==> src/design/arcade_pkg.sv <==
package arcade_pkg;

	// ====================
	// memory access
	// ====================

	typedef logic [14:0] mem_addr_t; // 16-bit word address

	typedef struct packed {
		logic        wr;
		mem_addr_t   addr;
		logic [1:0]  be;    // bit 1 selects the high byte
		logic [15:0] wdata;
	} mem_req_t;

	typedef enum logic [1:0] {
		loader = 2'd0,
		cpu    = 2'd1,
		snd    = 2'd2
	} req_id_t;

	// player control levels
	typedef struct packed {
		logic up;
		logic down;
		logic left;
		logic right;
		logic shot_up;
		logic shot_left;
		logic shot_down;
		logic shot_right;
		logic coin;
		logic start1;
		logic start2;
	} ctrl_t;

	localparam int CPU_ROM_WORDS = 16384;
	localparam int SND_ROM_BASE  = CPU_ROM_WORDS; // sound rom right after cpu rom
	localparam int MEM_LATENCY   = 2;             // grant to read data

endpackage

==> src/design/rom_loader.sv <==
`timescale 1ns/1ns

module rom_loader (
	input  logic                 clk_sys,
	input  logic                 arst_n,
	input  logic                 dl_active,
	input  logic                 dl_wr,
	input  logic [15:0]          dl_addr,
	input  logic [7:0]           dl_data,
	input  logic                 reset_btn,
	input  logic                 gnt,
	output logic                 req,
	output arcade_pkg::mem_req_t wr_req,
	output logic                 rom_loaded,
	output logic                 core_reset
);

	logic dl_active_q; // for the end of download edge

	// one pending write per strobe, strobes are spaced far enough apart
	always_ff @(posedge clk_sys or negedge arst_n) begin
		if (!arst_n) begin
			req <= 1'b0;
		end else if (dl_active && dl_wr) begin
			req <= 1'b1;
		end else if (gnt) begin
			req <= 1'b0;
		end
	end

	always_ff @(posedge clk_sys) begin
		if (dl_active && dl_wr) begin
			wr_req.wr    <= 1'b1;
			wr_req.addr  <= dl_addr[15:1];                // byte to word
			wr_req.be    <= {dl_addr[0], ~dl_addr[0]};    // odd address = high byte
			wr_req.wdata <= {dl_data, dl_data};
		end
	end

	// ====================
	// load status and core reset
	// ====================
	always_ff @(posedge clk_sys or negedge arst_n) begin
		if (!arst_n) begin
			dl_active_q <= 1'b0;
			rom_loaded  <= 1'b0;
			core_reset  <= 1'b1;
		end else begin
			dl_active_q <= dl_active;
			if (dl_active_q && !dl_active) begin
				rom_loaded <= 1'b1;
			end
			core_reset <= !rom_loaded || reset_btn;
		end
	end

endmodule

==> config.mk <==
export PLATFORM = sky130hd
export DESIGN_NAME = rom_loader
export DESIGN_NICKNAME = d
export VERILOG_FILES = /design/src/design/arcade_pkg.sv /design/src/design/rom_loader.sv
export SDC_FILE = /design/constraint.sdc
export NUM_CORES = 1
export LEC_CHECK = 0
export BUFFER_PORTS_ARGS = -buffer_cell sky130_fd_sc_hd__clkbuf_2
export CAP_MARGIN = 0
export CORE_ASPECT_RATIO = 1.4
export CORE_UTILIZATION = 25
export CTS_CLUSTER_DIAMETER = 80
export CTS_CLUSTER_SIZE = 16
export DETAILED_ROUTE_END_ITERATION = 7
export SKIP_LAST_GASP = 1
export SLEW_MARGIN = 20
export SYNTH_ARGS = -nofsm -noshare
export SYNTH_HDL_FRONTEND = slang
export SYNTH_SLANG_ARGS = --single-unit
==> constraint.sdc <==
create_clock -name clk_sys -period 1.5 [get_ports clk_sys]
set_clock_uncertainty 0.2 [all_clocks]
set_input_delay 0.3 -clock clk_sys [delete_from_list [all_inputs] [get_ports clk_sys]]
set_output_delay 0.3 -clock clk_sys [all_outputs]
set_load 0.01 [all_outputs]
After elaboration in Yosys (flattened, before gate mapping)
Index checks and enable logic that the tools add are counted.

storage, ports and cells
  register bits = 37
  output and inout bits = 37
  input bits = 30
  word-level logic and storage cells = 16

operators by class
  multiplexer cells = 2
  bitwise operators = 1
  reductions and logical operators = 6

operators by type and width
  kind                number
  1-bit logical AND   2
  1-bit logical NOT   2
  1-bit 2-to-1 mux    2
  2-bit nonzero test  1
  1-bit logical OR    1
  1-bit NOT           1

Longest topological paths before layout
  depth in word-level cells = 2
  gate-level depth with buffers = 2
  depth with buffers taken out = 2

Least setup slack after synthesis
Ideal clock, no wire load.

  path type = input to register
  start point = in dl_wr
  end point = reg wr_req[10] (netlist name) (enable)
  slack = 0.384 ns
  required time = 0.971 ns
  library setup time = 0.329 ns
  path buffers = 0
  arrival = 0.587 ns
  stages = 1
  cells stage by stage = and2_4

between the ends
  word-level cells in the longest chain between the ends = 1

RTL lines
  item               RTL line          RTL
  from (decl)        rom_loader.sv:7   input logic dl_wr,
  1-bit logical AND  rom_loader.sv:32  if (dl_active && dl_wr) begin
  to (decl)          rom_loader.sv:13  output arcade_pkg::mem_req_t wr_req,

No other way between the ends.
A chain may end at the register's enable or synchronous reset.

Final worst setup path
  start point = reg core_reset
  end point = out core_reset

RTL lines
  item                    RTL line          RTL
  from (decl)             rom_loader.sv:15  output logic core_reset
  from (signal assigned)  rom_loader.sv:53  core_reset <= !rom_loaded || reset_btn;

No word-level cell between the ends.

==> flow_summary.json <==
{
  "cts.clk_slew.worst_paths_ps": 60,
  "syn_to_final_growth_pct": 55.0,
  "place.gp.congestion": 0.669,
  "drc": 0,
  "die_height_um": 75.5,
  "postCtsSetupRepairBufs": 0,
  "start_util_pct": 26.2,
  "critPathTopFamily": "flip-flops",
  "setup_viol": 0,
  "dieArea_um2": 4110,
  "p_leak_nw": 0.683,
  "synth_cells": 46,
  "start_kind": "flip-flop",
  "crit_path_top_delay_cell": "dfstp_2",
  "hold_class": "input pin to flip-flop",
  "synth_cell_types": 9,
  "ys_seq_area_share_pct": 88.3,
  "cp_data_required_time_ps": 1000,
  "intPower_mw": 1.36,
  "drt-initial-drc-count": 8,
  "vdd_drop_max_mv": 0.575,
  "switching_share_pct": 21.0,
  "end_kind": "primary output",
  "holdPathStages": 1,
  "ys_ff_latch": 29,
  "dp_hpwl_um": 1370,
  "worstPathMaxFanout": 1,
  "fp-row-count": 26,
  "crit_chain": "clkbuf_2",
  "grt_pass1_vias": 593,
  "p_total_mw": 1.72,
  "insertion_delay_ps": 270,
  "ant_nets": 0,
  "fill_cells": 372,
  "mostFrequentLayoutCell": "clkbuf_2",
  "cts_num_sinks": 29,
  "synth_area_um2": 965,
  "rr_worst_depth": 1,
  "grt_max_degree": 27,
  "grt_pass1_wl_um": 2590,
  "firstDrtPassIters": 2,
  "synth_warnings": 0,
  "crit_type": "flip-flop to primary output",
  "p_comb_share_pct": 10.5,
  "path_depth": 1,
  "tritoncts": "done",
  "die_w_um": 54.5,
  "n_antenna_cell": 0,
  "max_cap_viol_count": 0,
  "grtUsageTotal_pct": 9.46,
  "clockBufferDepth": 2,
  "viasPerCell": 3.87,
  "min_period_ps": 1400,
  "core-area_um2": 3680,
  "avgSynthCellArea_um2": 21.0,
  "synth.net_count": 76,
  "seqPwrFrac_pct": 55.4,
  "overflow": 0,
  "wl_per_cell_um": 11.3,
  "rsz0062_at_grt": "no",
  "placed_cells": 144,
  "p_sw_uw": 362,
  "final_cell_mix": "clkbuf_2 (65), edfxtp_1 (25), dlygate4sd3_1 (14)",
  "seq_area_um2": 852,
  "fmax_mhz": 712,
  "crit_arrival_ps": 900,
  "routed_wl_um": 1870,
  "final_nets": 153,
  "multiInputGateArea_um2": 33.8,
  "hold_violations": 0,
  "clockPowerShare_pct": 34.1,
  "finalCritPeriodShare_pct": 93.6,
  "outcome": "complete, no violations",
  "cts.htree.levels": 2,
  "fin_cells": 166,
  "antenna_found_initial": 0,
  "drv_slew": 0,
  "clock_tree.root_cell": "clkbuf_8",
  "drive_gt1_share_pct": 58.1,
  "cp_num_buf_inv": 1,
  "fin_util_pct": 40.7,
  "powerDensity_nw_per_um2": 1150,
  "vias": 642,
  "port_buffers": 65,
  "cts_buffers": 5,
  "finalSetupTns_ps": 0,
  "io_pins": 67,
  "crit_path_max_incr_delay_ps": 520
}
cell type report:
class                   count  share of cell area [%]
clock buffers               8                    5.36
inverters                   3                   0.753
multi-input cells           5                    2.26
flip-flops and latches     29                    57.0
well taps                  42                    3.51
repair buffers             79                    31.1
power by group through the flow:
stage / clock (mW) / combinational, mW / sequential (mW)
4_1_cts: 0.604 / 0.184 / 0.954
2_1_floorplan: 0 / 0.0454 / 0.996
3_3_place_gp: 0 / 0.150 / 0.967
5_1_grt: 0.641 / 0.197 / 0.959
3_5_place_dp: 0 / 0.155 / 0.970
6_report: 0.587 / 0.180 / 0.953
logic make-up (layout without fill, tap and decap cells):
logic type	count (synthesis)	count (layout)	synth area share [%]
DFF	29	29	88.3
other	1	1	0.389
buffers and inverters	12	90	8.17
and+or+nand+nor	2	2	1.56
AOI/OAI and AO/OA	2	2	1.56
layer usage:
metal	global-route usage [%]	wire [um]	up-vias
li1	-	-	305
met1	7.56	626	303
met2	17.6	1120	32
met3	4.79	106	2
met4	5.13	16	0
met5	0	0	-
Yosys cell counts:
library cell  instances  area, um^2
a21o_1                2        15.0
and2_4                1        8.76
buf_4                 9        67.6
conb_1                1        3.75
dfrtp_1               3        75.1
dfstp_2               1        26.3
edfxtp_1             25         751
inv_1                 3        11.3
nand2b_1              1        6.26
worst paths after layout:
| check | startpoint | to | slack, ps |
|---|---|---|---|
| max in group asynchronous | arst_n | core_reset | 720 |
| hold reg to reg | dl_active_q | rom_loaded | 260 |
| setup reg to reg | req | req | 630 |
| min in group asynchronous | arst_n | req | 170 |
| setup / recovery | core_reset | core_reset | 100 |
| hold / removal | dl_addr[6] | wr_req[23] | 9 |
through the flow:
stage | hold WS [ps] | setup WS (ps) | cell area (um^2)
after detailed placement | -90.6 | 177 | 1270
after CTS | 0.0145 | 81.9 | 1500
after floorplan | -196 | 384 | 965
after global routing | 4.83 | 74.5 | 1500
after global placement | -95.3 | 213 | 1270
final | 8.80 | 95.8 | 1500
flip-flops by register name, indices dropped and copies added (netlist names):
register	cells
core_reset	1
dl_active_q	1
req	1
rom_loaded	1
wr_req	25
what timing repair did:
action,in CTS,in global routing
hold buffers,14,0
gates resized for setup,0,0
hold endpoints to repair,17,0
Power figures use the tool's default switching activity.
