**config.mk**
```make
export PLATFORM = sky130hd
export DESIGN_NAME = mem_arbiter
export DESIGN_NICKNAME = d
export VERILOG_FILES = /design/src/design/arcade_pkg.sv /design/src/design/mem_arbiter.sv
export SDC_FILE = /design/constraint.sdc
export NUM_CORES = 1
export LEC_CHECK = 0
export BUFFER_PORTS_ARGS = -buffer_cell sky130_fd_sc_hd__buf_2
export CORE_MARGIN = 4
export CORE_UTILIZATION = 25
export DETAILED_ROUTE_END_ITERATION = 6
export GPL_TIMING_DRIVEN = 1
export PLACE_DENSITY = 0.77
export SYNTH_ARGS = -nofsm -noshare
export SYNTH_HDL_FRONTEND = slang
export SYNTH_SLANG_ARGS = --single-unit
```
**constraint.sdc**
```tcl
create_clock -name clk_sys -period 1.9 [get_ports clk_sys]
set_input_delay 0.475 -clock clk_sys [delete_from_list [all_inputs] [get_ports clk_sys]]
set_output_delay 0.475 -clock clk_sys [all_outputs]
set_load 0.03 [all_outputs]
```
**src/design/arcade_pkg.sv**
```systemverilog
package arcade_pkg;

	// ====================
	// memory access
	// ====================

	typedef logic [14:0] mem_addr_t; // 16-bit word address

	typedef struct packed {
		logic        wr;
		mem_addr_t   addr;
		logic [1:0]  be;    // bit 1 selects the high byte
		logic [15:0] wdata;
	} mem_req_t;

	typedef enum logic [1:0] {
		loader = 2'd0,
		cpu    = 2'd1,
		snd    = 2'd2
	} req_id_t;

	// player control levels
	typedef struct packed {
		logic up;
		logic down;
		logic left;
		logic right;
		logic shot_up;
		logic shot_left;
		logic shot_down;
		logic shot_right;
		logic coin;
		logic start1;
		logic start2;
	} ctrl_t;

	localparam int CPU_ROM_WORDS = 16384;
	localparam int SND_ROM_BASE  = CPU_ROM_WORDS; // sound rom right after cpu rom
	localparam int MEM_LATENCY   = 2;             // grant to read data

endpackage

```
**src/design/mem_arbiter.sv**
```systemverilog
`timescale 1ns/1ns

module mem_arbiter (
	input  logic                 clk_sys,
	input  logic                 arst_n,
	input  logic                 loader_req,
	input  logic                 cpu_req,
	input  logic                 snd_req,
	input  arcade_pkg::mem_req_t loader_mem_req,
	input  arcade_pkg::mem_req_t cpu_mem_req,
	input  arcade_pkg::mem_req_t snd_mem_req,
	input  logic                 mem_rvalid,
	input  logic [15:0]          mem_rdata,
	output logic                 loader_gnt,
	output logic                 cpu_gnt,
	output logic                 snd_gnt,
	output arcade_pkg::mem_req_t mem_req,
	output logic                 mem_valid,
	output logic                 loader_rvalid,
	output logic                 cpu_rvalid,
	output logic                 snd_rvalid,
	output logic [15:0]          rdata
);

	localparam int LAT = arcade_pkg::MEM_LATENCY;

	arcade_pkg::req_id_t rr_last;      // last of cpu/snd that won
	arcade_pkg::req_id_t gnt_id;
	arcade_pkg::req_id_t own_q [LAT];  // owner of each access in flight

	// ====================
	// grant, loader first
	// ====================
	assign loader_gnt = loader_req;
	assign cpu_gnt    = !loader_req && cpu_req && (!snd_req || rr_last == arcade_pkg::snd);
	assign snd_gnt    = !loader_req && snd_req && !cpu_gnt;
	assign mem_valid  = loader_gnt || cpu_gnt || snd_gnt;

	always_comb begin
		if (loader_req) begin
			gnt_id  = arcade_pkg::loader;
			mem_req = loader_mem_req;
		end else if (cpu_gnt) begin
			gnt_id  = arcade_pkg::cpu;
			mem_req = cpu_mem_req;
		end else begin
			gnt_id  = arcade_pkg::snd;
			mem_req = snd_mem_req;
		end
	end

	always_ff @(posedge clk_sys or negedge arst_n) begin
		if (!arst_n) begin
			rr_last <= arcade_pkg::snd; // cpu wins the first tie
			own_q   <= '{default: arcade_pkg::loader};
		end else begin
			if (cpu_gnt || snd_gnt) begin
				rr_last <= gnt_id;
			end
			own_q[0] <= gnt_id;
			for (int i = 1; i < LAT; i++) begin
				own_q[i] <= own_q[i-1];
			end
		end
	end

	// ====================
	// read return routing
	// ====================
	assign loader_rvalid = mem_rvalid && (own_q[LAT-1] == arcade_pkg::loader);
	assign cpu_rvalid    = mem_rvalid && (own_q[LAT-1] == arcade_pkg::cpu);
	assign snd_rvalid    = mem_rvalid && (own_q[LAT-1] == arcade_pkg::snd);
	assign rdata         = mem_rdata; // shared, rvalid picks the owner

endmodule

```
# Word level (Yosys, flattened, before mapping)
# Index checks and enable logic that the tools add are counted.
[totals] latchBits=0 memories=0 output_inout_bits=57 mem_bits_ro=0 reg_bits=6 in_bits=124 elab_cells=25 ram_bits=0
[op_classes] n_mux=4 bitwise_logic=0 n_reduce_logical=15 n_addsub=0 mul=0 n_eq_ne=3 n_shift=0 magnitude_cmp=0 div_mod_pow=0
[ops] operator="34-bit 2-to-1 mux" n=2
[ops] operator="1-bit logical AND" n=7
[ops] operator="2-bit equality test, second input constant" n=2
[ops] operator="1-bit logical OR" n=4
[ops] operator="2-bit 2-to-1 mux" n=2
[ops] operator="1-bit zero test" n=3
[ops] operator="2-bit by 1-bit equality test with 1-bit output, second input constant" n=1
[ops] operator="2-bit zero test" n=1

# Longest topological paths before layout
[depth] ltp_word=6 ltp_mapped=4 ltp_nobuf=3

# Least setup slack after synthesis
# OpenSTA, ideal clock, no wires.
[synth_path] kind="input to output" startpoint="input cpu_req" endpoint="output mem_req[14] in the netlist's numbering" path_stages=4 required_ns=1.425 path_slack_ns=-0.142 t_arrival_ns=1.567 n_path_buf=1 cell_sequence="nor2b_2 -> a311oi_4 -> buf_6 -> a221o_1"
[synth_rtl] item="from (decl)" line="mem_arbiter.sv:7" text="input logic cpu_req,"
[synth_rtl] item="to (decl)" line="mem_arbiter.sv:17" text="output arcade_pkg::mem_req_t mem_req,"

==> summary.md <==
| Metric | Value |
|---|---|
| Max Slew Vio Count | `0` |
| Clock slew at reported path FFs | `~40 ps` |
| Slowest CP cell | `dfstp_2` |
| LEAKAGE | `0.001090 uW` |
| CTS max path bufs | `2` |
| Area share of the largest cell type after synthesis | `between 30% and 40%` |
| Clock Root Buffer | `clkbuf_8` |
| Status | `complete, but fails checks` |
| Register area share after synthesis | `between 10 and 15%` |
| Initial antenna violation count | `0` |
| Dominant cells by area after synthesis | `a221o_2 34%, and2_1 20%, buf_4 12%, dfrtp_1 12%, buf_6 3.1%` |
| Initial cell density of the core | `about a quarter` |
| Clock sink count | `6` |
| Slew margin rel. | `72.41%` |
| DP Wirelength | `between 3000 and 4000 um` |
| Comb pwr share | `~66%` |
| Synth Cell Area | `between 1000 and 1500 um2` |
| Post-route worst setup slack | `-198.5 ps` |
| CTS tree | `done` |
| Number of routed nets with antenna violations | `0` |
| First-pass GRT wire length | `around 6400 um` |
| Dpl ws | `-193.1 ps` |
| Num ports | `approximately 180` |
| H-tree depth | `1` |
| Failing checks | `negative setup slack` |
| EDFF count, synth | `0` |
| FMAX | `~480 MHz` |
| M2 GR Usage | `about 27%` |
| Inserted Diodes | `0` |
| Main synth FF type | `dfrtp_1` |
| Global routing usage on met1 | `approximately 17%` |
| Register bit total from synthesis | `6` |
| Commonest non-fill, non-tap cells in the layout | `110 x buf_2, 34 x and2_1, 34 x a221o_2` |
| CP max FO | `11` |
| Power share of the clock group | `19.1%` |
| PwrDens | `524.5 nW/um2` |
| WL final | `around 4500 um` |
| Area grow syn2layout | `89.90%` |
| GRT met3 Usage | `4.378%` |
| Most common cell after layout, fill and taps aside | `buf_2` |
| Slew at the pin with the worst max-slew slack | `413.8 ps` |
| Post-route DRC | `0` |
| Detailed Routing Iterations Pass 1 | `4` |
| Synth warn | `0` |
| Switch Pwr | `between 400 and 500 uW` |
| Min Tclk post-route | `2098 ps` |
| Clock skew | `~0.24 ps` |
| Nets | `approximately 380` |
| Worst Setup SP | `rr_last[1]` |
| MaxCap Viol Count | `0` |
| Reg2reg path depth | `3` |
| Num CTS Buffers | `3` |
| Sequential power share | `about 15%` |
| RePlAce Congestion | `0.6487` |
| Final setup viols | `36` |
| CP cell instances | `a311oi_4, buf_6, a221o_2, buf_4` |
| Vias per cell | `4.766` |
| Flop2flop setup slack | `about 800 ps` |
| Worst hold path type | `input port to async pin` |
| Gr usage total | `14.71%` |
| Final Hold Fails | `0` |
| IO Port Bufs | `between 100 and 150` |
| Cells after synthesis | `117` |
| RSZ-0062 raised after global routing | `true` |
| Switching Fraction | `about two fifths` |
| R2r endpoint | `own_q[2]` |
| DR vias | `1449` |
| # hold bufs at CTS | `0` |
| Largest net degree at the start of global routing | `22` |
| Total global routing overflow | `0` |
| Setup TNS | `-6191 ps` |
| Worst vdd ir | `approximately 0.00024 V` |
| Post-layout util | `between 50% and 60%` |
| Share of post-route cells with drive strength above 1 | `between 80% and 90%` |
| Core Region | `4086 um2` |
| Crit-path max cell delay | `between 500 and 600 ps` |
| DIE WIDTH | `approximately 74 um` |
| Die footprint | `between 5000 and 6000 um2` |
| Crit path required time | `~1400 ps` |
| Clock Latency Late Sink | `roughly 220 ps` |
| Count of different cell masters after synthesis | `23` |
| Busiest grt layer | `met2` |
| Crit. End Element | `output port` |
| Crit start category | `flop` |
| Syn Nets | `241` |
| Drt initial violations | `between 40 and 50` |
| Vias in the first global route | `~1500` |
| Setup CP Type | `flop to output port` |
| Ys async rst share | `100.0%` |
| FP Rows | `23` |
| Die H | `about 74 um` |
| Hold WS | `about 63 ps` |
| Final Cycle Share | `110.4%` |
| End point of the critical path | `mem_req[3]` |
| Syn_area_per_cell | `~9.2 um2` |
| Crit path arrival time | `roughly 1600 ps` |
| Leading area contributor after synthesis | `a221o_2` |
| Internal power | `646.6 uW` |
| Reg-to-reg critical path startpoint | `rr_last[1]` |
| Routed WL per cell | `~15 um` |
==> stage by stage <==
step | cells | power [uW] | cell area, um2
3_5_place_dp | 298 | 767.0 | 1795
4_1_cts | 302 | 1031 | 1946
3_3_place_gp | 298 | 759.1 | 1795
5_1_grt | 304 | 1140 | 2046
2_1_floorplan | 117 | 609.4 | 1090
6_report | 304 | 1073 | 2046
==> critical path, delay by kind of cell, from the launching register on <==
| kind | cells | cell delay [ps] |
|---|---|---|
| buffers and inverters | 2 | 350 |
| flip-flops | 1 | 560 |
| AO/OA/AOI/OAI | 2 | 490 |
==> worst min path at each step <==
stage                     startpoint       end  cells past startpoint
after floorplan               arst_n  own_q[0]                      0
after global placement        arst_n  own_q[3]                      1
after detailed placement      arst_n  own_q[3]                      1
after CTS                     arst_n  own_q[3]                      1
after global routing          arst_n  own_q[2]                      1
final                         arst_n  own_q[2]                      1
==> cells in the mapped netlist (2+ instances only) <==
cell type,instances
and2_1,34
a221o_2,33
buf_4,17
buf_6,3
buf_2,3
clkbuf_1,4
and3b_1,2
dfrtp_1,5
inv_1,2
==> flip-flops by register name, indices dropped and copies added, names as in the netlist <==
register and count:
own_q 4, rr_last 2
==> timing repair <==
action	in CTS	in global routing
pin swaps	1	0
endpoints found under the setup margin	37	36
buffers inserted	0	1
hold endpoints to repair	0	0
resized for setup	41	26
cloned	0	1
==> routing by layer <==
metal  share of wire, %  up-vias  wire [um]
met1                 37      642       1662
met4               0.56        0         25
met2                 52       88       2325
met5                  0        -          0
met3                 10        6        453
li1                   -      713          -
==> power groups by stage <==
stage	clock [uW]	combinational, uW	sequential, uW
after floorplan	0	454	155
after global placement	0	602	157
after detailed placement	0	609	158
after CTS	210	664	157
after global routing	222	758	160
final	205	711	157
==> cell families (layout without fill, tap and decap cells) <==
family | count (synthesis) | after routing | share of synthesized area, %
AND/OR/NAND/NOR | 43 | 43 | 25.79
flip-flops | 6 | 6 | 14.05
AO/OA/AOI/OAI | 39 | 39 | 41.70
buffers and inverters | 29 | 166 | 18.47
==> area by class of cell <==
type | instances | area (um2)
flip-flops and latches | 6 | 151.4
inverters | 2 | 7.507
well taps | 50 | 62.56
clock buffers | 4 | 45.04
fillers | 384 | 2041
multi-input cells | 82 | 734.5
repair buffers | 160 | 1045
Note: power is estimated with default switching activity, not from simulation.
