<file path="src/design/arcade_pkg.sv">
package arcade_pkg;

	// ====================
	// memory access
	// ====================

	typedef logic [14:0] mem_addr_t; // 16-bit word address

	typedef struct packed {
		logic        wr;
		mem_addr_t   addr;
		logic [1:0]  be;    // bit 1 selects the high byte
		logic [15:0] wdata;
	} mem_req_t;

	typedef enum logic [1:0] {
		loader = 2'd0,
		cpu    = 2'd1,
		snd    = 2'd2
	} req_id_t;

	// player control levels
	typedef struct packed {
		logic up;
		logic down;
		logic left;
		logic right;
		logic shot_up;
		logic shot_left;
		logic shot_down;
		logic shot_right;
		logic coin;
		logic start1;
		logic start2;
	} ctrl_t;

	localparam int CPU_ROM_WORDS = 16384;
	localparam int SND_ROM_BASE  = CPU_ROM_WORDS; // sound rom right after cpu rom
	localparam int MEM_LATENCY   = 2;             // grant to read data

endpackage

</file>
<file path="src/design/rom_fetch_port.sv">
`timescale 1ns/1ns

module rom_fetch_port #(
	parameter int ADDR_W = 15,
	parameter int BASE   = 0
) (
	input  logic                 clk_sys,
	input  logic                 arst_n,
	input  logic                 dl_active,
	input  logic                 rd,
	input  logic [ADDR_W-1:0]    addr,
	input  logic                 gnt,
	input  logic                 rvalid,
	input  logic [15:0]          rdata,
	output logic                 req,
	output arcade_pkg::mem_req_t rd_req,
	output logic [7:0]           data,
	output logic                 valid
);

	localparam int IDX_W = ADDR_W - 1;

	logic [IDX_W-1:0]      word_idx;
	logic [IDX_W-1:0]      cache_idx;
	logic [15:0]           cache_word;
	logic                  cache_ok;
	logic                  busy;      // own fetch outstanding
	logic [IDX_W-1:0]      pend_idx;
	logic                  pend_hi;
	arcade_pkg::mem_addr_t fetch_addr;
	logic                  take;
	logic                  hit;

	assign word_idx = addr[ADDR_W-1:1];
	// rd in the valid cycle still belongs to the answered read
	assign take     = rd && !busy && !valid && !dl_active;
	assign hit      = cache_ok && (cache_idx == word_idx);

	assign rd_req = '{wr: 1'b0, addr: fetch_addr, be: 2'b11, wdata: 16'h0000};

	always_ff @(posedge clk_sys or negedge arst_n) begin
		if (!arst_n) begin
			req      <= 1'b0;
			busy     <= 1'b0;
			valid    <= 1'b0;
			cache_ok <= 1'b0;
		end else begin
			valid <= 1'b0;
			if (gnt) begin
				req <= 1'b0;
			end
			if (dl_active) begin
				cache_ok <= 1'b0; // rom is being rewritten
			end
			if (take && hit) begin
				valid <= 1'b1;
			end else if (take) begin
				req  <= 1'b1;
				busy <= 1'b1;
			end
			if (rvalid) begin
				busy     <= 1'b0;
				valid    <= 1'b1;
				cache_ok <= !dl_active;
			end
		end
	end

	always_ff @(posedge clk_sys) begin
		if (take && hit) begin
			data <= addr[0] ? cache_word[15:8] : cache_word[7:0];
		end
		if (take && !hit) begin
			pend_idx   <= word_idx;
			pend_hi    <= addr[0];
			fetch_addr <= arcade_pkg::mem_addr_t'(BASE) + arcade_pkg::mem_addr_t'(word_idx);
		end
		if (rvalid) begin
			cache_word <= rdata;
			cache_idx  <= pend_idx;
			data       <= pend_hi ? rdata[15:8] : rdata[7:0];
		end
	end

endmodule

</file>
<file path="config.mk">
export PLATFORM = sky130hd
export DESIGN_NAME = rom_fetch_port
export DESIGN_NICKNAME = d
export VERILOG_FILES = /design/src/design/arcade_pkg.sv /design/src/design/rom_fetch_port.sv
export SDC_FILE = /design/constraint.sdc
export NUM_CORES = 1
export LEC_CHECK = 0
export BUFFER_PORTS_ARGS = -buffer_cell sky130_fd_sc_hd__buf_2
export CAP_MARGIN = 20
export CORE_MARGIN = 3
export CORE_UTILIZATION = 53
export DETAILED_ROUTE_END_ITERATION = 8
export GPL_TIMING_DRIVEN = 0
export PLACE_DENSITY = 0.85
export SYNTH_ARGS = -nofsm -noshare
export SYNTH_HDL_FRONTEND = slang
export SYNTH_SLANG_ARGS = --single-unit
</file>
<file path="constraint.sdc">
create_clock -name clk_sys -period 5.5 [get_ports clk_sys]
set_clock_uncertainty 0.1 [all_clocks]
set_input_delay 0.825 -clock clk_sys [delete_from_list [all_inputs] [get_ports clk_sys]]
set_output_delay 0.825 -clock clk_sys [all_outputs]
set_load 0.05 [all_outputs]
</file>
Word level (Yosys, flattened, before mapping)
Cells that the tools add are included.
{"block": "word_totals", "reg_bits": 57, "inputBits": 37, "output_inout_bits": 44, "wordCells": 39}
{"block": "classes", "eq_ne": 2, "mux": 14, "n_reduce_logical": 14}
{"operator": "8-bit 2-to-1 mux", "n": 4}
{"operator": "14-bit equality test", "n": 1}
{"operator": "1-bit 2-to-1 mux", "n": 10}
{"operator": "1-bit logical AND", "n": 6}
{"operator": "2-bit nonzero test", "n": 3}
{"operator": "1-bit logical NOT", "n": 4}
{"operator": "2-bit inequality test (second input constant)", "n": 1}
{"operator": "2-bit AND reduction", "n": 1}

Logic depth before layout (Yosys ltp)
Gate-level depths: netlist of the first run.
{"block": "logic_depth", "depth_word": 7, "depth_mapped": 4, "mapped_depth_nobuf": 4}

Least setup slack after synthesis of the first run
No wires, ideal clock.
{"block": "synth_timing", "path_type": "input -> register", "start": "input port dl_active", "end": "register fetch_addr[0], enable pin", "setup_time_ns": 0.386, "arrival_time_ns": 2.009, "t_required_ns": 5.014, "setup_slack_ns": 3.004, "path_stages": 2, "n_path_buf": 0, "path_cell_list": "or4b_4 -> nor2_1"}
{"block": "synth_via", "elab_chain_cells": 3}
{"item": "from (decl)", "line_no": "rom_fetch_port.sv:9", "source": "input logic dl_active,"}
{"item": "1-bit logical NOT", "line_no": "rom_fetch_port.sv:36", "source": "assign take = rd && !busy && !valid && !dl_active;"}
{"item": "1-bit logical AND", "line_no": "rom_fetch_port.sv:36"}
{"item": "1-bit logical AND", "line_no": "rom_fetch_port.sv:73", "source": "if (take && !hit) begin"}
{"item": "to (signal assigned)", "line_no": "rom_fetch_port.sv:76", "source": "fetch_addr <= arcade_pkg::mem_addr_t'(BASE) + arcade_pkg::mem_addr_t'(word_idx);"}
{"item": "to (decl)", "line_no": "rom_fetch_port.sv:30", "source": "arcade_pkg::mem_addr_t fetch_addr;"}
Every way passes these cells.
A chain may end at the register's enable or synchronous reset.

Final worst setup path of the first run
{"block": "layout_timing", "start": "input port rvalid", "end": "register data[1], enable pin"}
{"block": "layout_via", "elab_chain_cells": 1}
{"item": "from (decl)", "line_no": "rom_fetch_port.sv:13", "source": "input logic rvalid,"}
{"item": "2-bit nonzero test (no line)"}
{"item": "to (signal assigned)", "line_no": "rom_fetch_port.sv:71", "source": "data <= addr[0] ? cache_word[15:8] : cache_word[7:0];"}
{"item": "to (signal assigned)", "line_no": "rom_fetch_port.sv:81", "source": "data <= pend_hi ? rdata[15:8] : rdata[7:0];"}
{"item": "to (decl)", "line_no": "rom_fetch_port.sv:17", "source": "output logic [7:0] data,"}
Every way passes these cells.

==> results of run 1 <==
==> registers in the layout, summed over array words and instances (netlist names) <==
register,count
cache_word,16
cache_idx,14
fetch_addr,14
data,8
busy,1
cache_ok,1
pend_hi,1
req,1
valid,1
==> power by group through the flow <==
stage                     clock network [W]  registers [W]  logic (W)
after floorplan                           0       0.000547  0.0000685
after global placement                    0       0.000517   0.000132
after detailed placement                  0       0.000518   0.000135
after CTS                          0.000307       0.000510   0.000135
after global routing               0.000333       0.000511   0.000144
final                              0.000297       0.000509   0.000135
==> worst paths after layout <==
path,slack (ns),end,from
max,3.15,data[1],rvalid
min,0.21,req,arst_n
max reg2reg,3.44,fetch_addr[11],busy
min reg2reg,0.34,cache_idx[1],fetch_addr[1]
max in group asynchronous,4.97,valid,arst_n
min in group clk_sys,0.34,cache_idx[1],fetch_addr[1]
==> final cells by class <==
class / instances / area, sq um
multi-input cells: 79 / 527
clock inverters: 1 / 3.75
clock buffers: 14 / 143
repair buffers: 61 / 308
flip-flops and latches: 57 / 1690
plain buffers: 24 / 168
fillers: 294 / 1200
well taps: 50 / 62.6
inverters: 2 / 7.51
==> metal layers <==
| layer | global-route usage [%] | wire (microns) | part of all wire [%] | vias up |
|---|---|---|---|---|
| li1 | - | - | - | 670 |
| met1 | 21.7 | 1720 | 42 | 633 |
| met2 | 26.4 | 2080 | 51 | 53 |
| met3 | 5.68 | 259 | 6.3 | 6 |
| met4 | 8.14 | 48 | 1.2 | 0 |
| met5 | 0 | 0 | 0 | - |
==> layout by cell type (no fill, tap or decap) <==
cell | netlist | layout
clkinv_1 | 0 | 1
o22ai_1 | 1 | 1
or2b_1 | 1 | 1
or4b_4 | 1 | 1
nor2b_1 | 8 | 8
dfrtp_1 | 4 | 4
mux2i_1 | 8 | 8
a21o_1 | 1 | 1
nor2_1 | 3 | 3
conb_1 | 2 | 20
nand4_1 | 3 | 3
o31ai_1 | 1 | 1
nor4_4 | 1 | 1
clkbuf_1 | 2 | 7
inv_1 | 2 | 2
clkbuf_8 | 0 | 9
nand3_1 | 1 | 1
a21oi_1 | 8 | 8
buf_2 | 2 | 62
a211oi_1 | 8 | 8
xnor2_1 | 14 | 14
buf_4 | 20 | 21
edfxtp_1 | 53 | 53
==> worst max-delay path: cells and delay by family <==
family | cells | cell delay, ns
compound gates | 1 | 0.38
buf+inv | 2 | 0.99
==> metrics by stage <==
step                      worst slack, ns  cell area, sq um  total power, W  utilization, %  cells
after detailed placement             2.81              2760        0.000653            67.2    273
after CTS                            3.14              2910        0.000952            70.7    288
after floorplan                      3.00              2390        0.000615               -    162
after global routing                 3.05              2910        0.000988            70.7    288
final                                3.15              2910        0.000941            70.7    288
after global placement               2.58              2760        0.000649            67.0    272
==> cells by family after synthesis <==
kind of cell	after synthesis
simple gates	18
buf+inv	26
mux	8
xor+xnor	14
other cells	2
flops	57
compound gates	19
==> flow_metrics.tcl, run 1 <==
set metrics [dict create \
    dieHeight_microns 72.2 \
    rsz0062_at_grt "false" \
    gr-usage-all-layers_pct 17.1 \
    crit_slowest_cell "buf_2" \
    whs_ns 0.212 \
    synth_compound_area_share_pct 5.22 \
    syn_area_sq_um 2330 \
    yosys.area_share.adder_pct 0 \
    synth_edf_count 53 \
    synth.most_common_cell "edfxtp_1" \
    worstSetupStartpointType "primary input" \
    synth_simple_gate_area_share_pct 5.49 \
    synth.largest_area_cell "edfxtp_1" \
    nets 271 \
    postCtsHoldBufs 0 \
    synthCells 144 \
    post_cts_buffers 0 \
    cts_max_path_buffers 2 \
    p_leak_nw 1.22 \
    ys.flop_type "edfxtp_1" \
    num_vias 1362 \
    power_density_nw_per_um2 323 \
    p_sw_share_pct 25.4 \
    ctsHtreeMaxLevel 3 \
    routed_wl_mm 4.11 \
    io_pins 81 \
    gp_congestion 0.813 \
    cp.arrival_ns 2.21 \
    cpPeakStageDelay_ns 0.53 \
    max_freq_ghz 0.426 \
    port_buffers 60 \
    cts-resized-gates 0 \
    core-area_sq_um 4120 \
    crit_path_end_kind "flop" \
    overflow 0 \
    p_seq_share_pct 54.1 \
    ant_nets 0 \
    finalSetupTns_ns 0 \
    cts_tree "done" \
    drtIter0Drc 108 \
    r2r_cells 3 \
    cts_sinks 57 \
    slew_headroom_pct 54.0 \
    drive_gt1_share_pct 39.5 \
    hold_path_class "in2async" \
    grt_max_degree 33 \
    synth_top_family_by_area "buffers and inverters" \
    setup_viol 0 \
    ys.warnings.count 0 \
    net-switching-power_w 0.000239 \
    syn2layout_area_growth_pct 25.1 \
    path_cells "buf_2 -> clkbuf_1 -> a21o_1" \
    wl_per_cell_microns 14.3 \
    layout_min_cycle_time_ns 2.35 \
    status "finished, final reports clean" \
    ir_worst_vdd_v 0.000213 \
    crit_type "in2reg" \
    die_area_sq_um 5220 \
    pwr-share-clk_pct 31.6 \
    grt_pass1_wl_mm 6.56 \
    synth_top_area_share_pct 68.4 \
    clk_latency_ns 0.31 \
    p_int_w 0.000703 \
    dieWidth_microns 72.2 \
    cts_buffers 9 \
    crit_required_ns 5.37 \
    synthMuxAreaShare_pct 3.44 \
    num_rows 23 \
    root_buffer "clkbuf_8" \
    postSynthAreaPerCell_sq_um 16.2 \
    final_hold_viol_count 0 \
    ys_ff_latch 57 \
    place_hpwl_mm 2.91 \
    first_global_vias 1389 \
    initial_utilization_pct 56.5 \
    crit_path_max_fanout 32 \
    slew_violations 0 \
    tightestPinTransition_ns 0.690 \
    finalCritPeriodShare_pct 42.7 \
    synth_xor_area_share_pct 5.27 \
    drt_pass1_iterations 4 \
    pwr-share-comb_pct 14.3 \
    netlist_top_cells_area "edfxtp_1 (68%), buf_4 (6.5%), xnor2_1 (5.3%)" \
    synthArstFlopShare_pct 7.02 \
    clkTransAtPathRegs_ns 0.06 \
    yosysSeqAreaShare_pct 72.7 \
    yosys-top-cells-count "edfxtp_1 (53), buf_4 (20), xnor2_1 (14)" \
    drc_errors 0 \
    grt_antenna_before_repair 0 \
    synth_cell_types 21 \
    viasPerCell 4.73 \
    cap_violations 0 \
    antennaDiodeCount 0 \
]
Power figures use the tool's default switching activity.
==> run 2, diff against run 1 <==
CORE_UTILIZATION = 49   (was 53)
PLACE_DENSITY = 0.8   (was 0.85)
clock period = 2.4 ns   (was 5.5 ns; I/O delays follow)
==> run 2 against run 1 <==
Effect of this change: core utilization fell by 4.2 points; hold slack lost 0.097 ns; flip-flop and latch count unchanged; first-iteration DRC count fell by 30%; critical path depth unchanged; count of clock-buffer cells in the layout fell by 4; design area increased by 2.2%; sequential power is 130% higher; setup slack got worse by 2.7 ns; sequential share of layout area down 1.3 points; die area grew 7.5%; register-to-register slack got worse by 3.0 ns; critical path type is now reg2reg.
==> flow_metrics.tcl, run 2 (synthesis gave the netlist of run 1 again) <==
set metrics [dict create \
    status "finished, final reports clean" \
    finalSetupTns_ns 0 \
    min_to "cache_ok" \
    hold_path_class "in2reg" \
    r2r-start "busy" \
    tightestPinTransition_ns 0.707 \
    ir_worst_vdd_v 0.000471 \
    setup_viol 0 \
    cpPeakStageDelay_ns 0.56 \
    instances_no_fill 291 \
    gp_congestion 0.720 \
    whs_ns 0.114 \
    cap_violations 0 \
    ant_nets 0 \
    finalCritPeriodShare_pct 83.0 \
    port_buffers 60 \
    cp.arrival_ns 1.91 \
    crit_required_ns 2.32 \
    cts_sinks 57 \
    layout_common_cells "buf_2 (62), edfxtp_1 (53), buf_4 (21)" \
    utilization_pct 66.5 \
    dieHeight_microns 74.9 \
    place_hpwl_mm 2.94 \
    regMostFlops "cache_word" \
    cts_max_path_buffers 2 \
    crit_path_end_kind "flop" \
    power_w 0.00238 \
    nets 272 \
    clkTransAtPathRegs_ns 0.06 \
    largest_register_ffs 16 \
    hp-start "dl_active" \
    power_density_nw_per_um2 802 \
    slew_headroom_pct 52.9 \
    io_pins 81 \
    dp_cells 275 \
    wl_per_cell_microns 14.0 \
    die_area_sq_um 5610 \
    dieWidth_microns 74.9 \
    post_cts_buffers 0 \
    overflow 0 \
    ctsHtreeMaxLevel 3 \
    routed_wl_mm 4.09 \
    reg_top3 "cache_word (16), cache_idx (14), fetch_addr (14)" \
    rr_endpoint "fetch_addr[7]" \
    r2r_cells 3 \
    core-area_sq_um 4470 \
    num_rows 24 \
    syn2layout_area_growth_pct 27.9 \
    whs_path_depth 2 \
    layout_min_cycle_time_ns 1.99 \
    cts_tree "done" \
    clk_latency_ns 0.32 \
    rsz0062_at_grt "false" \
    crit_type "reg2reg" \
    worstSetupStartpointType "flop" \
    grt_max_degree 33 \
    num_vias 1358 \
    max_freq_ghz 0.502 \
    gr-usage-all-layers_pct 15.7 \
    grt_pass1_wl_mm 6.36 \
    first_global_vias 1353 \
    crit_path_max_fanout 11 \
    p_leak_nw 1.25 \
    antennaDiodeCount 0 \
    initial_utilization_pct 52.0 \
    crit_slowest_cell "or4b_4" \
    cts_buffers 9 \
    cts-resized-gates 0 \
    viasPerCell 4.67 \
    final_hold_viol_count 0 \
    reg2reg_slack_ns 0.41 \
    postCtsHoldBufs 1 \
    drt_pass1_iterations 4 \
    root_buffer "clkbuf_8" \
    drive_gt1_share_pct 40.2 \
    drtIter0Drc 76 \
    path_cells "or4b_4 -> nor2_1 -> buf_4" \
    drc_errors 0 \
    final_common_cell "buf_2" \
    grt_antenna_before_repair 0 \
    slew_violations 0 \
]
==> run 2: cell count changes in the layout (fill, tap and decap cells not counted), sizes merged <==
cell / change
bufinv: +2
clkbuf: -4
clkinv: +2
dlygate4sd3: +1
==> run 2: final cells by class <==
type / count / area, sq um
Timing Repair Buffer: 62 / 318
Inverter: 2 / 7.51
Clock buffer: 10 / 128
Buffer: 24 / 168
Fill cell: 336 / 1500
Tap cell: 52 / 65.1
Clock inverter: 5 / 71.3
Multi-Input combinational cell: 79 / 527
Sequential cell: 57 / 1690
==> run 2: worst max-delay path by stage <==
stage / startpoint / slack [ns] / endpoint / cells after the start
floorplan: valid / 0.08 / fetch_addr[0] / 2
global placement: dl_active / -0.1 / fetch_addr[7] / 3
detailed placement: rvalid / 0.19 / data[7] / 3
CTS: busy / 0.39 / fetch_addr[7] / 3
global route: busy / 0.29 / fetch_addr[7] / 3
finish: busy / 0.41 / fetch_addr[7] / 3
==> run 2: power by group <==
| part | internal, W | leakage, nW | switching [W] |
|---|---|---|---|
| combinational | 0.0000943 | 0.593 | 0.000216 |
| sequential | 0.00115 | 0.559 | 0.0000166 |
| clock | 0.000568 | 0.0989 | 0.000341 |
==> run 2: metal layers <==
metal / vias to the layer above / wire, microns / share of wire (%) / track usage [%]
li1: 673 / - / - / -
met2: 54 / 1980 / 48 / 24.7
met1: 624 / 1790 / 44 / 20.6
met3: 7 / 256 / 6.3 / 3.47
met4: 0 / 62 / 1.5 / 8.30
met5: - / 0 / 0 / 0
==> run 2: critical path, delay by kind of cell (launching register included) <==
kind / cells / cell delay, ns
flops: 1 / 0.38
buf+inv: 1 / 0.28
simple gates: 2 / 0.92
==> run 2: per-stage QoR <==
stage,setup WS (ns),area (sq um)
3_5_place_dp,0.190,2770
5_1_grt,0.290,2980
3_3_place_gp,-0.0976,2760
6_report,0.408,2980
4_1_cts,0.386,2980
2_1_floorplan,0.0796,2390
