[src/design/arcade_pkg.sv]
package arcade_pkg;

	// ====================
	// memory access
	// ====================

	typedef logic [14:0] mem_addr_t; // 16-bit word address

	typedef struct packed {
		logic        wr;
		mem_addr_t   addr;
		logic [1:0]  be;    // bit 1 selects the high byte
		logic [15:0] wdata;
	} mem_req_t;

	typedef enum logic [1:0] {
		loader = 2'd0,
		cpu    = 2'd1,
		snd    = 2'd2
	} req_id_t;

	// player control levels
	typedef struct packed {
		logic up;
		logic down;
		logic left;
		logic right;
		logic shot_up;
		logic shot_left;
		logic shot_down;
		logic shot_right;
		logic coin;
		logic start1;
		logic start2;
	} ctrl_t;

	localparam int CPU_ROM_WORDS = 16384;
	localparam int SND_ROM_BASE  = CPU_ROM_WORDS; // sound rom right after cpu rom
	localparam int MEM_LATENCY   = 2;             // grant to read data

endpackage

[src/design/key_mapper.sv]
`timescale 1ns/1ns

module key_mapper (
	input  logic              clk_sys,
	input  logic              arst_n,
	input  logic              key_strobe,
	input  logic              key_pressed,
	input  logic [7:0]        key_code,
	output arcade_pkg::ctrl_t ctrl
);

	// make sets, break clears
	always_ff @(posedge clk_sys or negedge arst_n) begin
		if (!arst_n) begin
			ctrl <= '0;
		end else if (key_strobe) begin
			case (key_code)
				// movement, cursor keys
				8'h75: ctrl.up    <= key_pressed;
				8'h72: ctrl.down  <= key_pressed;
				8'h6B: ctrl.left  <= key_pressed;
				8'h74: ctrl.right <= key_pressed;

				// shooting direction
				8'h1D: ctrl.shot_up    <= key_pressed; // w
				8'h1C: ctrl.shot_left  <= key_pressed; // a
				8'h1B: ctrl.shot_down  <= key_pressed; // s
				8'h23: ctrl.shot_right <= key_pressed; // d

				8'h76: ctrl.coin   <= key_pressed; // esc
				8'h05: ctrl.start1 <= key_pressed; // f1
				8'h06: ctrl.start2 <= key_pressed; // f2
				default: begin
					// unmapped key, hold levels
				end
			endcase
		end
	end

endmodule

[config.mk]
export PLATFORM = sky130hd
export DESIGN_NAME = key_mapper
export DESIGN_NICKNAME = d
export VERILOG_FILES = /design/src/design/arcade_pkg.sv /design/src/design/key_mapper.sv
export SDC_FILE = /design/constraint.sdc
export NUM_CORES = 1
export LEC_CHECK = 0
export ABC_CLOCK_PERIOD_IN_PS = 810
export BUFFER_PORTS_ARGS = -buffer_cell sky130_fd_sc_hd__buf_4
export CORE_MARGIN = 4
export CORE_UTILIZATION = 41
export CTS_BUF_LIST = sky130_fd_sc_hd__clkbuf_4 sky130_fd_sc_hd__clkbuf_8 sky130_fd_sc_hd__clkbuf_16
export CTS_CLUSTER_SIZE = 14
export DETAILED_ROUTE_END_ITERATION = 12
export GPL_TIMING_DRIVEN = 0
export PLACE_DENSITY = 0.72
export SYNTH_ARGS = -nofsm -noshare
export SYNTH_HDL_FRONTEND = slang
export SYNTH_SLANG_ARGS = --single-unit
[constraint.sdc]
create_clock -name clk_sys -period 0.81 [get_ports clk_sys]
set_clock_uncertainty 0.1 [all_clocks]
set_input_delay 0.1215 -clock clk_sys [delete_from_list [all_inputs] [get_ports clk_sys]]
set_output_delay 0.1215 -clock clk_sys [all_outputs]
set_load 0.02 [all_outputs]
## After elaboration in Yosys (flattened, before gate mapping)

Index checks and enable logic that the tools add are counted.

- Eq/ne operators: 11
- Reductions and logical operators: 11

Operator list:

| kind | number |
|---|---|
| $eq A8 B7 Y1 const B | 5 |
| $eq A8 B5 Y1 const B | 3 |
| $reduce_and A2 Y1 | 11 |
| $eq A8 B3 Y1 const B | 2 |
| $eq A8 B6 Y1 const B | 1 |

- Flip-flop bits (word level): 11
- Output and inout bits: 11

## Depth between registers and ports, before layout

Gate-level depths: netlist of the first run.

- Depth in word-level cells: 2
- Depth in mapped cells: 3

## Worst setup path after synthesis of the first run

OpenSTA, ideal clock, no wires.

- Path kind: input-to-reg
- Start: input key_code[3]
- End: register ctrl[3] (netlist name)
- Arrival: 1.061 ns
- Required time: 0.582 ns
- Path slack: -0.479 ns
- Cell stages on the path: 3
- Path buffers: 0
- Cells stage by stage: or3b_1 > nor4_2 > mux2_1

- Longest elaborated chain between the ends: 2

RTL lines:

| element | line | text |
|---|---|---|
| start: declaration | key_mapper.sv:8 | `input logic [7:0] key_code,` |
| $eq A8 B6 Y1 | key_mapper.sv:17 | `case (key_code)` |
| $reduce_and A2 Y1 (no source line) | n/a |  |
| end: declaration | key_mapper.sv:9 | `output arcade_pkg::ctrl_t ctrl` |

No other way between the ends.
A chain may end at the register's enable or synchronous reset.

## Worst setup path after layout of the first run

Ends and elaborated chain as after synthesis.

==> results of run 1 <==
where the power goes:
group,internal (W),switching [W]
Combinational,0.000199,0.000171
Clock,0.000224,0.000198
Sequential,0.000575,0.0000192
cell type report:
type | count | area share
plain buffers | 1 | 0.00326
well taps | 15 | 0.0163
inverters | 1 | 0.00326
flip-flops and latches | 11 | 0.239
clock buffers | 4 | 0.0261
multi-input cells | 34 | 0.400
repair buffers | 36 | 0.313
repair_timing:
| item | CTS | global route |
|---|---|---|
| resized for setup | 35 | 9 |
| hold endpoints to repair | 12 | 1 |
| endpoints found under the setup margin | 22 | 22 |
| pin swaps | 5 | 5 |
| buffers inserted | 8 | 5 |
final timing paths:
kind | end | slack (ns) | startpoint
min | ctrl[0]$_DFFE_PN0P_ | -0.008 | key_pressed
max in group asynchronous | ctrl[4]$_DFFE_PN0P_ | 0.34 | arst_n
max reg2reg | ctrl[1]$_DFFE_PN0P_ | -0.20 | ctrl[1]$_DFFE_PN0P_
min reg2reg | ctrl[5]$_DFFE_PN0P_ | 0.43 | ctrl[5]$_DFFE_PN0P_
min in group asynchronous | ctrl[9]$_DFFE_PN0P_ | 0.12 | arst_n
max | ctrl[3]$_DFFE_PN0P_ | -0.34 | key_code[3]
placed cells by master, fill, tap and decap left out, types with 2 or more instances in the layout:
cell       n
buf_6     18
buf_4     15
dfrtp_1   11
mux2_4     9
nor4_4     4
clkbuf_4   4
nand4_1    3
nand4b_1   2
nor3_4     2
nor4b_4    2
mux2_2     2
metrics by stage:
step | worst slack (ns) | cell area [sq um] | std cells | util | total power [W]
2_1_floorplan | -0.472 | 629 | 47 | - | 0.000697
4_1_cts | -0.333 | 1080 | 97 | 0.819 | 0.00136
3_3_place_gp | -0.635 | 813 | 84 | 0.617 | 0.000834
3_5_place_dp | -0.653 | 813 | 84 | 0.617 | 0.000838
5_1_grt | -0.355 | 1150 | 102 | 0.875 | 0.00146
6_report | -0.339 | 1150 | 102 | 0.875 | 0.00139
cells by family (layout without fill, tap and decap cells):
logic type             after synthesis  after routing  synth area share
AND/OR/NAND/NOR                     23             23             0.297
multiplexers                        11             11             0.214
flip-flops                          11             11             0.476
buffers and inverters                2             42            0.0130
routing by layer:
layer,up-vias,track usage,part of all wire
met1,274,0.307,0.48
met3,4,0.0277,0.032
li1,265,-,-
met4,0,0.0877,0.012
met5,-,0,0
met2,13,0.292,0.47
worst reg2reg max path, delay by kind of cell (launching register included):
family	cells	cell delay, ns
buffers and inverters	1	0.14
flip-flops	1	0.40
multiplexers	1	0.26
==> out/summary.txt, run 1 <==
Min Hold Slack: -0.00805 ns
Largest fanout on the critical path: 4
Crit path max-delay family: simple AND/OR/NAND/NOR gates
Slew @ Worst Pin: 0.471 ns
Status: finished, violations left
Number of diodes: 0
Total track usage: 0.205
Multi-input combinational cell area: 460 sq um
Worst path arrival time: 1.21 ns
I/O Pins: 23
Area delta synth->final: 99.4%
Number of remaining DRC errors: 0
Peak supply drop: 1100 uV
CTS tree: yes
Root Driver: clkbuf_4
Die Ht: 45.6 microns
Total number of vias: 556
Worst hold path class: input pin to flip-flop
Gpl congestion: 0.742
Layout cells sized above 1: 0.724
Syn Inst Count: 47
Syn avg cell area: 12.3 sq um
Clk sink count: 11
Synth unique cells: 20
TritonRoute pass-1 iters: 4
Largest net degree at the start of global routing: 12
Crit path kind: input pin to flip-flop
PortBufs: 22
CP Data Required Time: 0.87 ns
# fillers: 57
Max-cap violation count: 0
Critical Path Stages: 4
CTS buffer count: 3
Area leader, netlist: dfrtp_1
Post-synthesis sequential area ratio: 0.476
Main synth FF type: dfrtp_1
Fin crit share: 1.42
Synth area leaders: dfrtp_1, mux2_2, mux2_1
Hold Path Cell Cnt: 2
Vias in the first global route: 622
Cts hold-fix bufs: 1
Crit. End Element: flip-flop
ANT nets after route: 0
Final min period: 1.15 ns
Fin. Hold Viols: 1
Storage cell area: 275 sq um
Worst path slowest cell: or3b_4
Final WL: 1.82 mm
Max frequency: 0.871 GHz
Pleak: 0.534 nW
CTS HTree Levels: 1
Die area: 2070 sq um
Unrepaired setup endpoints after global routing: yes
Final setup TNS: -5.44 ns
Starting Density: 0.439
Post-synth EDFFs: 0
Cell area after technology mapping: 578 sq um
Slew HR: 0.686
CTS max path bufs: 2
Yosys top cell area share: 0.476
Hpwl dp: 995 microns
Clk_lat worst skew: 0.27 ns
Pwr dens: 1200 nW/um^2
Grt ovf: 0
Max reg flops: 11
Synth cell count leaders: dfrtp_1, mux2_2, nand4_1, nor3_1, nor4_1
Worst-path cell chain: buf_8 > or3b_4 > nor4_4 > mux2_4
Failing checks: negative hold slack, negative setup slack
CP bufs+invs: 1
Slowest stage delay, CP: 0.43 ns
Core region area: 1320 sq um
Final Slew Violations: 0
Clock slew at reported path FFs: 0.08 ns
Flops & latches, synth: 11
DR WL/cell: 17.8 microns
Vias per inst: 5.45
Path depth of the worst reg2reg path: 2
Rows: 13
Die Width: 45.6 microns
Critical Path Source Type: input pin
Initial antenna violation count: 0
Final setup margin: -0.339 ns
Largest regs: ctrl (11)
Final nets: 100
Syn nets: 59
Async S/R FF share, synth: 1.00
Biggest register: ctrl
Global-route wire length before repair: 2.97 mm
Initial DRC Count: 5
Ys Warns: 0
Finish-stage setup viols: 22
Top-count cell post-synth: dfrtp_1
(Power assumes the default switching activity.)
==> run 2, diff against run 1 <==
Settings changed: PLACE_DENSITY 0.72 to 0.69.
==> run 2 against run 1 <==
Largest power group unchanged. Sequential power about the same. Largest cell class unchanged. Sequential share of layout area is 1.4 points higher. The run ends with negative setup slack left. Via count is 4.5% lower. Die area is the same. Non-clock buffer count shrank 3. Hold slack better by 0.019 ns. Design area is 5.5% lower. Critical path depth increased by 1.
==> out/summary.txt, run 2 (synthesis results as in run 1) <==
P_sw: 0.000334 W (was 0.000389 W)
TritonRoute pass-1 iters: 3 (was 4)
R2R setup slack: -0.19 ns (was -0.20 ns)
Clk sink count: 11 (unchanged)
Worst path slowest cell: mux2_4 (was or3b_4)
# fillers: 69 (was 57)
Core region area: 1320 sq um (unchanged)
CTS tree: yes (unchanged)
Rows: 13 (unchanged)
Total track usage: 0.156 (was 0.205)
Most frequent cells in the layout: buf_6, buf_4, dfrtp_1 (unchanged)
Min Hold Slack: 0.0111 ns (was -0.00805 ns)
Fin. Hold Viols: 0 (was 1)
Most common cell on crit path: buf_6
Vias per inst: 5.36 (was 5.45)
Final nets: 97 (was 100)
R2R Path End: ctrl[1]$_DFFE_PN0P_ (unchanged)
Max reg flops: 11 (unchanged)
Max frequency: 0.840 GHz (was 0.871 GHz)
Sequential power share: 0.451 (was 0.428)
Unrepaired setup endpoints after global routing: yes (unchanged)
Layout cells sized above 1: 0.679 (was 0.724)
Die area: 2070 sq um (unchanged)
Initial DRC Count: 3 (was 5)
Number of diodes: 0 (unchanged)
PortBufs: 22 (unchanged)
Area delta synth->final: 88.3% (was 99.4%)
Commonest non-fill, non-tap cell in the layout: buf_6 (unchanged)
Max-cap violation count: 0 (unchanged)
CP Data Required Time: 0.86 ns (was 0.87 ns)
Final setup TNS: -5.33 ns (was -5.44 ns)
Number of remaining DRC errors: 0 (unchanged)
Final WL: 1.61 mm (was 1.82 mm)
Finish-stage setup viols: 22 (unchanged)
Cts hold-fix bufs: 1 (unchanged)
FF-to-FF Start: ctrl[1]$_DFFE_PN0P_ (unchanged)
Biggest register: ctrl (unchanged)
Root Driver: clkbuf_4 (unchanged)
Clk_lat worst skew: 0.26 ns (was 0.27 ns)
Clock power share: 0.290 (was 0.305)
ANT nets after route: 0 (unchanged)
Gpl congestion: 0.690 (was 0.742)
CTS buffer count: 3 (unchanged)
Path depth of the worst reg2reg path: 2 (unchanged)
Final Slew Violations: 0 (unchanged)
I/O Pins: 23 (unchanged)
Crit path kind: input pin to flip-flop (unchanged)
Die Width: 45.6 microns (unchanged)
CTS HTree Levels: 1 (unchanged)
CTS max path bufs: 2 (unchanged)
Largest net degree at the start of global routing: 12 (unchanged)
Peak supply drop: 1100 uV (about the same)
Slowest stage delay, CP: 0.33 ns (was 0.43 ns)
Worst path arrival time: 1.24 ns (was 1.21 ns)
Slew @ Worst Pin: 0.390 ns (was 0.471 ns)
Worst-path cell chain: buf_6 > nand3b_1 > buf_6 > nor4_4 > mux2_4 (was buf_8 > or3b_4 > nor4_4 > mux2_4)
Vias in the first global route: 503 (was 622)
Slew HR: 0.740 (was 0.686)
Pwr dens: 1210 nW/um^2 (was 1200 nW/um^2)
Sw frac: 0.254 (was 0.281)
Critical Path Source Type: input pin (unchanged)
DR WL/cell: 16.2 microns (was 17.8 microns)
Status: finished, violations left (unchanged)
Failing checks: negative setup slack (was negative hold slack, negative setup slack)
Critical path endpoint: ctrl[7]$_DFFE_PN0P_ (was ctrl[3]$_DFFE_PN0P_)
Pleak: 0.499 nW (was 0.534 nW)
Logic pwr share: 0.259 (was 0.267)
Critical path origin: key_code[3] (unchanged)
Global-route wire length before repair: 2.32 mm (was 2.97 mm)
Final min period: 1.19 ns (was 1.15 ns)
Worst hold path class: input pin to flip-flop (unchanged)
Total number of vias: 531 (was 556)
Largest fanout on the critical path: 3 (was 4)
Clock slew at reported path FFs: 0.07 ns (was 0.08 ns)
Fin crit share: 1.47 (was 1.42)
Final setup margin: -0.381 ns (was -0.339 ns)
Crit. End Element: flip-flop (unchanged)
Largest regs: ctrl (11) (unchanged)
Die Ht: 45.6 microns (unchanged)
Initial antenna violation count: 0 (unchanged)
Total Power: 0.00132 W (was 0.00139 W)
Starting Density: 0.439 (unchanged)
Power Internal: 0.000983 W (was 0.000998 W)
Grt ovf: 0 (unchanged)
## run 2: cell types whose count changed in the layout (fill, tap and decap cells not counted), sizes merged
cell	change
buf	-3
## run 2: how the worst min path moves through the flow
stage / startpoint / endpoint / slack (ns) / cells after the start
floorplan: arst_n / ctrl[0]$_DFFE_PN0P_ / -0.27 / 0
global placement: arst_n / ctrl[2]$_DFFE_PN0P_ / -0.14 / 1
detailed placement: arst_n / ctrl[7]$_DFFE_PN0P_ / -0.14 / 1
CTS: key_pressed / ctrl[0]$_DFFE_PN0P_ / -0.008 / 2
global route: key_pressed / ctrl[0]$_DFFE_PN0P_ / 0.006 / 2
finish: key_pressed / ctrl[0]$_DFFE_PN0P_ / 0.01 / 2
## run 2: what timing repair did
action,4_1_cts,5_1_grt
buffers inserted,5,5
hold endpoints to repair,12,1
endpoints found under the setup margin,22,22
gates resized for setup,27,5
pin swaps,5,2
## run 2: metal layers
metal / GRT usage / share of wire / wire, microns
met5: 0 / 0 / 0
met4: 0.0702 / 0 / 0
met2: 0.231 / 0.50 / 809
met3: 0.0237 / 0.052 / 83
met1: 0.222 / 0.44 / 715
## run 2: metrics by stage
step                      setup WS, ns   util  std cells  instance area, sq um
final                           -0.381  0.826         99                  1090
after detailed placement        -0.695  0.617         84                   813
after global routing            -0.398  0.826         99                  1090
after global placement          -0.675  0.617         84                   813
after CTS                       -0.330  0.778         94                  1020
after floorplan                 -0.472      -         47                   629
## run 2: area by class of cell
type,instances,area [sq um],share of cell area
Timing Repair Buffer,33,335,0.308
Sequential cell,11,275,0.253
Tap cell,15,18.8,0.0172
Clock buffer,4,30.0,0.0276
Multi-Input combinational cell,34,422,0.387
Inverter,1,3.75,0.00345
Buffer,1,3.75,0.00345
## run 2: power by group through the flow
stage / logic (W) / registers (W) / clock network, W
floorplan: 0.0000662 / 0.000631 / 0
global placement: 0.000238 / 0.000598 / 0
detailed placement: 0.000239 / 0.000598 / 0
CTS: 0.000313 / 0.000593 / 0.000403
global route: 0.000362 / 0.000597 / 0.000425
finish: 0.000341 / 0.000594 / 0.000382
## run 2: critical path, delay by kind of cell
family,cells,cell delay (ns)
muxes,1,0.33
and+or+nand+nor,2,0.52
buffers and inverters,2,0.27
==> run 3, diff against run 2 <==
Settings changed: PLACE_DENSITY 0.69 to default, PLACE_DENSITY_LB_ADDON from default to 0.3, RECOVER_POWER from default to 25.
==> run 3 against run 2 <==
Global-route usage is 3.2 points higher. Wire length up 6.2%. Combinational power is 5.9% higher. Critical path type unchanged. The flow finishes with violations (negative hold slack, negative setup slack). Maximum frequency is 3.2% higher. Count of clock-buffer cells in the layout did not move. Sequential share of layout area decreased by 0.68 points. Die area unchanged.
==> out/summary.txt, run 3 (synthesis results as in run 1) <==
Pleak: 0.510 nW (was 0.499 nW)
Die Ht: 45.6 microns (unchanged)
Gpl congestion: 0.726 (was 0.690)
# fillers: 71 (was 69)
Worst-path cell chain: buf_8 > or3b_4 > nor4_4 > mux2_4 (was buf_6 > nand3b_1 > buf_6 > nor4_4 > mux2_4)
Total number of vias: 554 (was 531)
Die Width: 45.6 microns (unchanged)
Max frequency: 0.867 GHz (was 0.840 GHz)
Area delta synth->final: 93.5% (was 88.3%)
Finish-stage setup viols: 22 (unchanged)
CTS max path bufs: 2 (unchanged)
I/O Pins: 23 (unchanged)
Final Slew Violations: 0 (unchanged)
CTS HTree Levels: 1 (unchanged)
Clk sink count: 11 (unchanged)
Root Driver: clkbuf_4 (unchanged)
Slew @ Worst Pin: 0.375 ns (was 0.390 ns)
Layout cells sized above 1: 0.721 (was 0.679)
Final min period: 1.15 ns (was 1.19 ns)
Slew HR: 0.750 (was 0.740)
Final nets: 99 (was 97)
Hold Path Cell Cnt: 2 (unchanged)
Total track usage: 0.188 (was 0.156)
Global-route wire length before repair: 2.64 mm (was 2.32 mm)
Min Hold Slack: -0.00455 ns (was 0.0111 ns)
Met3 WL: 63 microns (was 83 microns)
Failing checks: negative hold slack, negative setup slack (was negative setup slack)
DR WL/cell: 16.9 microns (was 16.2 microns)
Biggest register: ctrl (unchanged)
Initial antenna violation count: 0 (unchanged)
Final setup TNS: -5.16 ns (was -5.33 ns)
PortBufs: 22 (unchanged)
Fin. Hold Viols: 1 (was 0)
Wire length on met1: 704 microns (was 715 microns)
Worst path arrival time: 1.21 ns (was 1.24 ns)
Largest regs: ctrl (11) (unchanged)
Hold path startpoint: key_pressed (unchanged)
Vias in the first global route: 536 (was 503)
Cell area after layout: 1120 sq um (was 1090 sq um)
DR WL met2: 908 microns (was 809 microns)
FF-to-FF Start: ctrl[2]$_DFFE_PN0P_ (was ctrl[1]$_DFFE_PN0P_)
Die area: 2070 sq um (unchanged)
Fin crit share: 1.42 (was 1.47)
TritonRoute pass-1 iters: 2 (was 3)
Clk_lat worst skew: 0.27 ns (was 0.26 ns)
Hold EP: ctrl[0]$_DFFE_PN0P_ (unchanged)
Pwr dens: 1210 nW/um^2 (about the same)
Peak supply drop: 1110 uV (was 1100 uV)
Place WS: -0.766 ns (was -0.695 ns)
Cts hold-fix bufs: 1 (unchanged)
Grt ovf: 0 (unchanged)
Number of diodes: 0 (unchanged)
Path depth of the worst reg2reg path: 2 (unchanged)
Rows: 13 (unchanged)
Worst path slowest cell: or3b_4 (was mux2_4)
R2R setup slack: -0.19 ns (about the same)
Top Layer Used: met4 (was met3)
ANT nets after route: 0 (unchanged)
Most frequent cells in the layout: buf_4, buf_6, dfrtp_1 (was buf_6, buf_4, dfrtp_1)
Vias per inst: 5.49 (was 5.36)
Max reg flops: 11 (unchanged)
CTS tree: yes (unchanged)
Worst hold path class: input pin to flip-flop (unchanged)
Largest net degree at the start of global routing: 12 (unchanged)
Util after Layout: 0.849 (was 0.826)
CP Data Required Time: 0.86 ns (about the same)
Number of remaining DRC errors: 0 (unchanged)
Initial DRC Count: 4 (was 3)
Hpwl dp: 1.08 mm
Largest fanout on the critical path: 2 (was 3)
Final setup margin: -0.343 ns (was -0.381 ns)
Critical Path Source Type: input pin (unchanged)
Clock slew at reported path FFs: 0.07 ns (about the same)
Crit. End Element: flip-flop (unchanged)
Max-cap violation count: 0 (unchanged)
Placed instance area: 813 sq um (unchanged)
Core region area: 1320 sq um (unchanged)
Starting Density: 0.439 (unchanged)
Status: finished, violations left (unchanged)
Unrepaired setup endpoints after global routing: yes (unchanged)
Crit path kind: input pin to flip-flop (unchanged)
Slowest stage delay, CP: 0.43 ns (was 0.33 ns)
CTS buffer count: 3 (unchanged)
R2R Path End: ctrl[2]$_DFFE_PN0P_ (was ctrl[1]$_DFFE_PN0P_)
Final WL: 1.71 mm (was 1.61 mm)
## run 3: cell count changes in the layout (fill, tap and decap cells not counted), sizes merged
cell and delta:
clkbuf +1, buf +1
## run 3: layout make-up
class	count	area, sq um	share of cell area
well taps	15	18.8	0.0168
multi-input cells	34	424	0.379
flip-flops and latches	11	275	0.246
plain buffers	1	3.75	0.00336
repair buffers	35	363	0.324
inverters	1	3.75	0.00336
clock buffers	4	30.0	0.0268
## run 3: critical path, delay by kind of cell
kind / cells / cell delay, ns
buffers and inverters: 1 / 0.10
muxes: 1 / 0.33
and+or+nand+nor: 2 / 0.66
## run 3: per-stage QoR
| stage | power [W] | cells |
|---|---|---|
| finish | 0.00136 | 101 |
| global route | 0.00142 | 101 |
| CTS | 0.00134 | 97 |
| detailed placement | 0.000840 | 84 |
| global placement | 0.000835 | 84 |
| floorplan | 0.000697 | 47 |
## run 3: report_power, final
part / total (W) / switching, W / internal [W] / leakage (nW)
Combinational: 0.000361 / 0.000161 / 0.000200 / 0.340
Clock: 0.000404 / 0.000179 / 0.000224 / 0.0184
Sequential: 0.000594 / 0.0000182 / 0.000575 / 0.152
Total: 0.00136 / 0.000359 / 0.00100 / 0.510
## run 3: worst max path at each step
stage	from	to	cells past startpoint
global placement	key_code[3]	ctrl[3]$_DFFE_PN0P_	4
CTS	key_code[7]	ctrl[7]$_DFFE_PN0P_	4
finish	key_code[2]	ctrl[3]$_DFFE_PN0P_	4
floorplan	key_code[3]	ctrl[3]$_DFFE_PN0P_	3
detailed placement	key_code[7]	ctrl[7]$_DFFE_PN0P_	4
global route	key_code[7]	ctrl[7]$_DFFE_PN0P_	4
## run 3: repair_timing
item	in CTS	in global routing
setup buffers	8	4
gates resized for setup	30	8
endpoints found under the hold margin	12	1
setup endpoints to repair	22	22
pin swaps	5	5
## run 3: routing by layer
layer,up-vias,GRT usage
li1,262,-
met5,-,0
met1,277,0.237
met2,12,0.304
met4,0,0.105
met3,3,0.0277
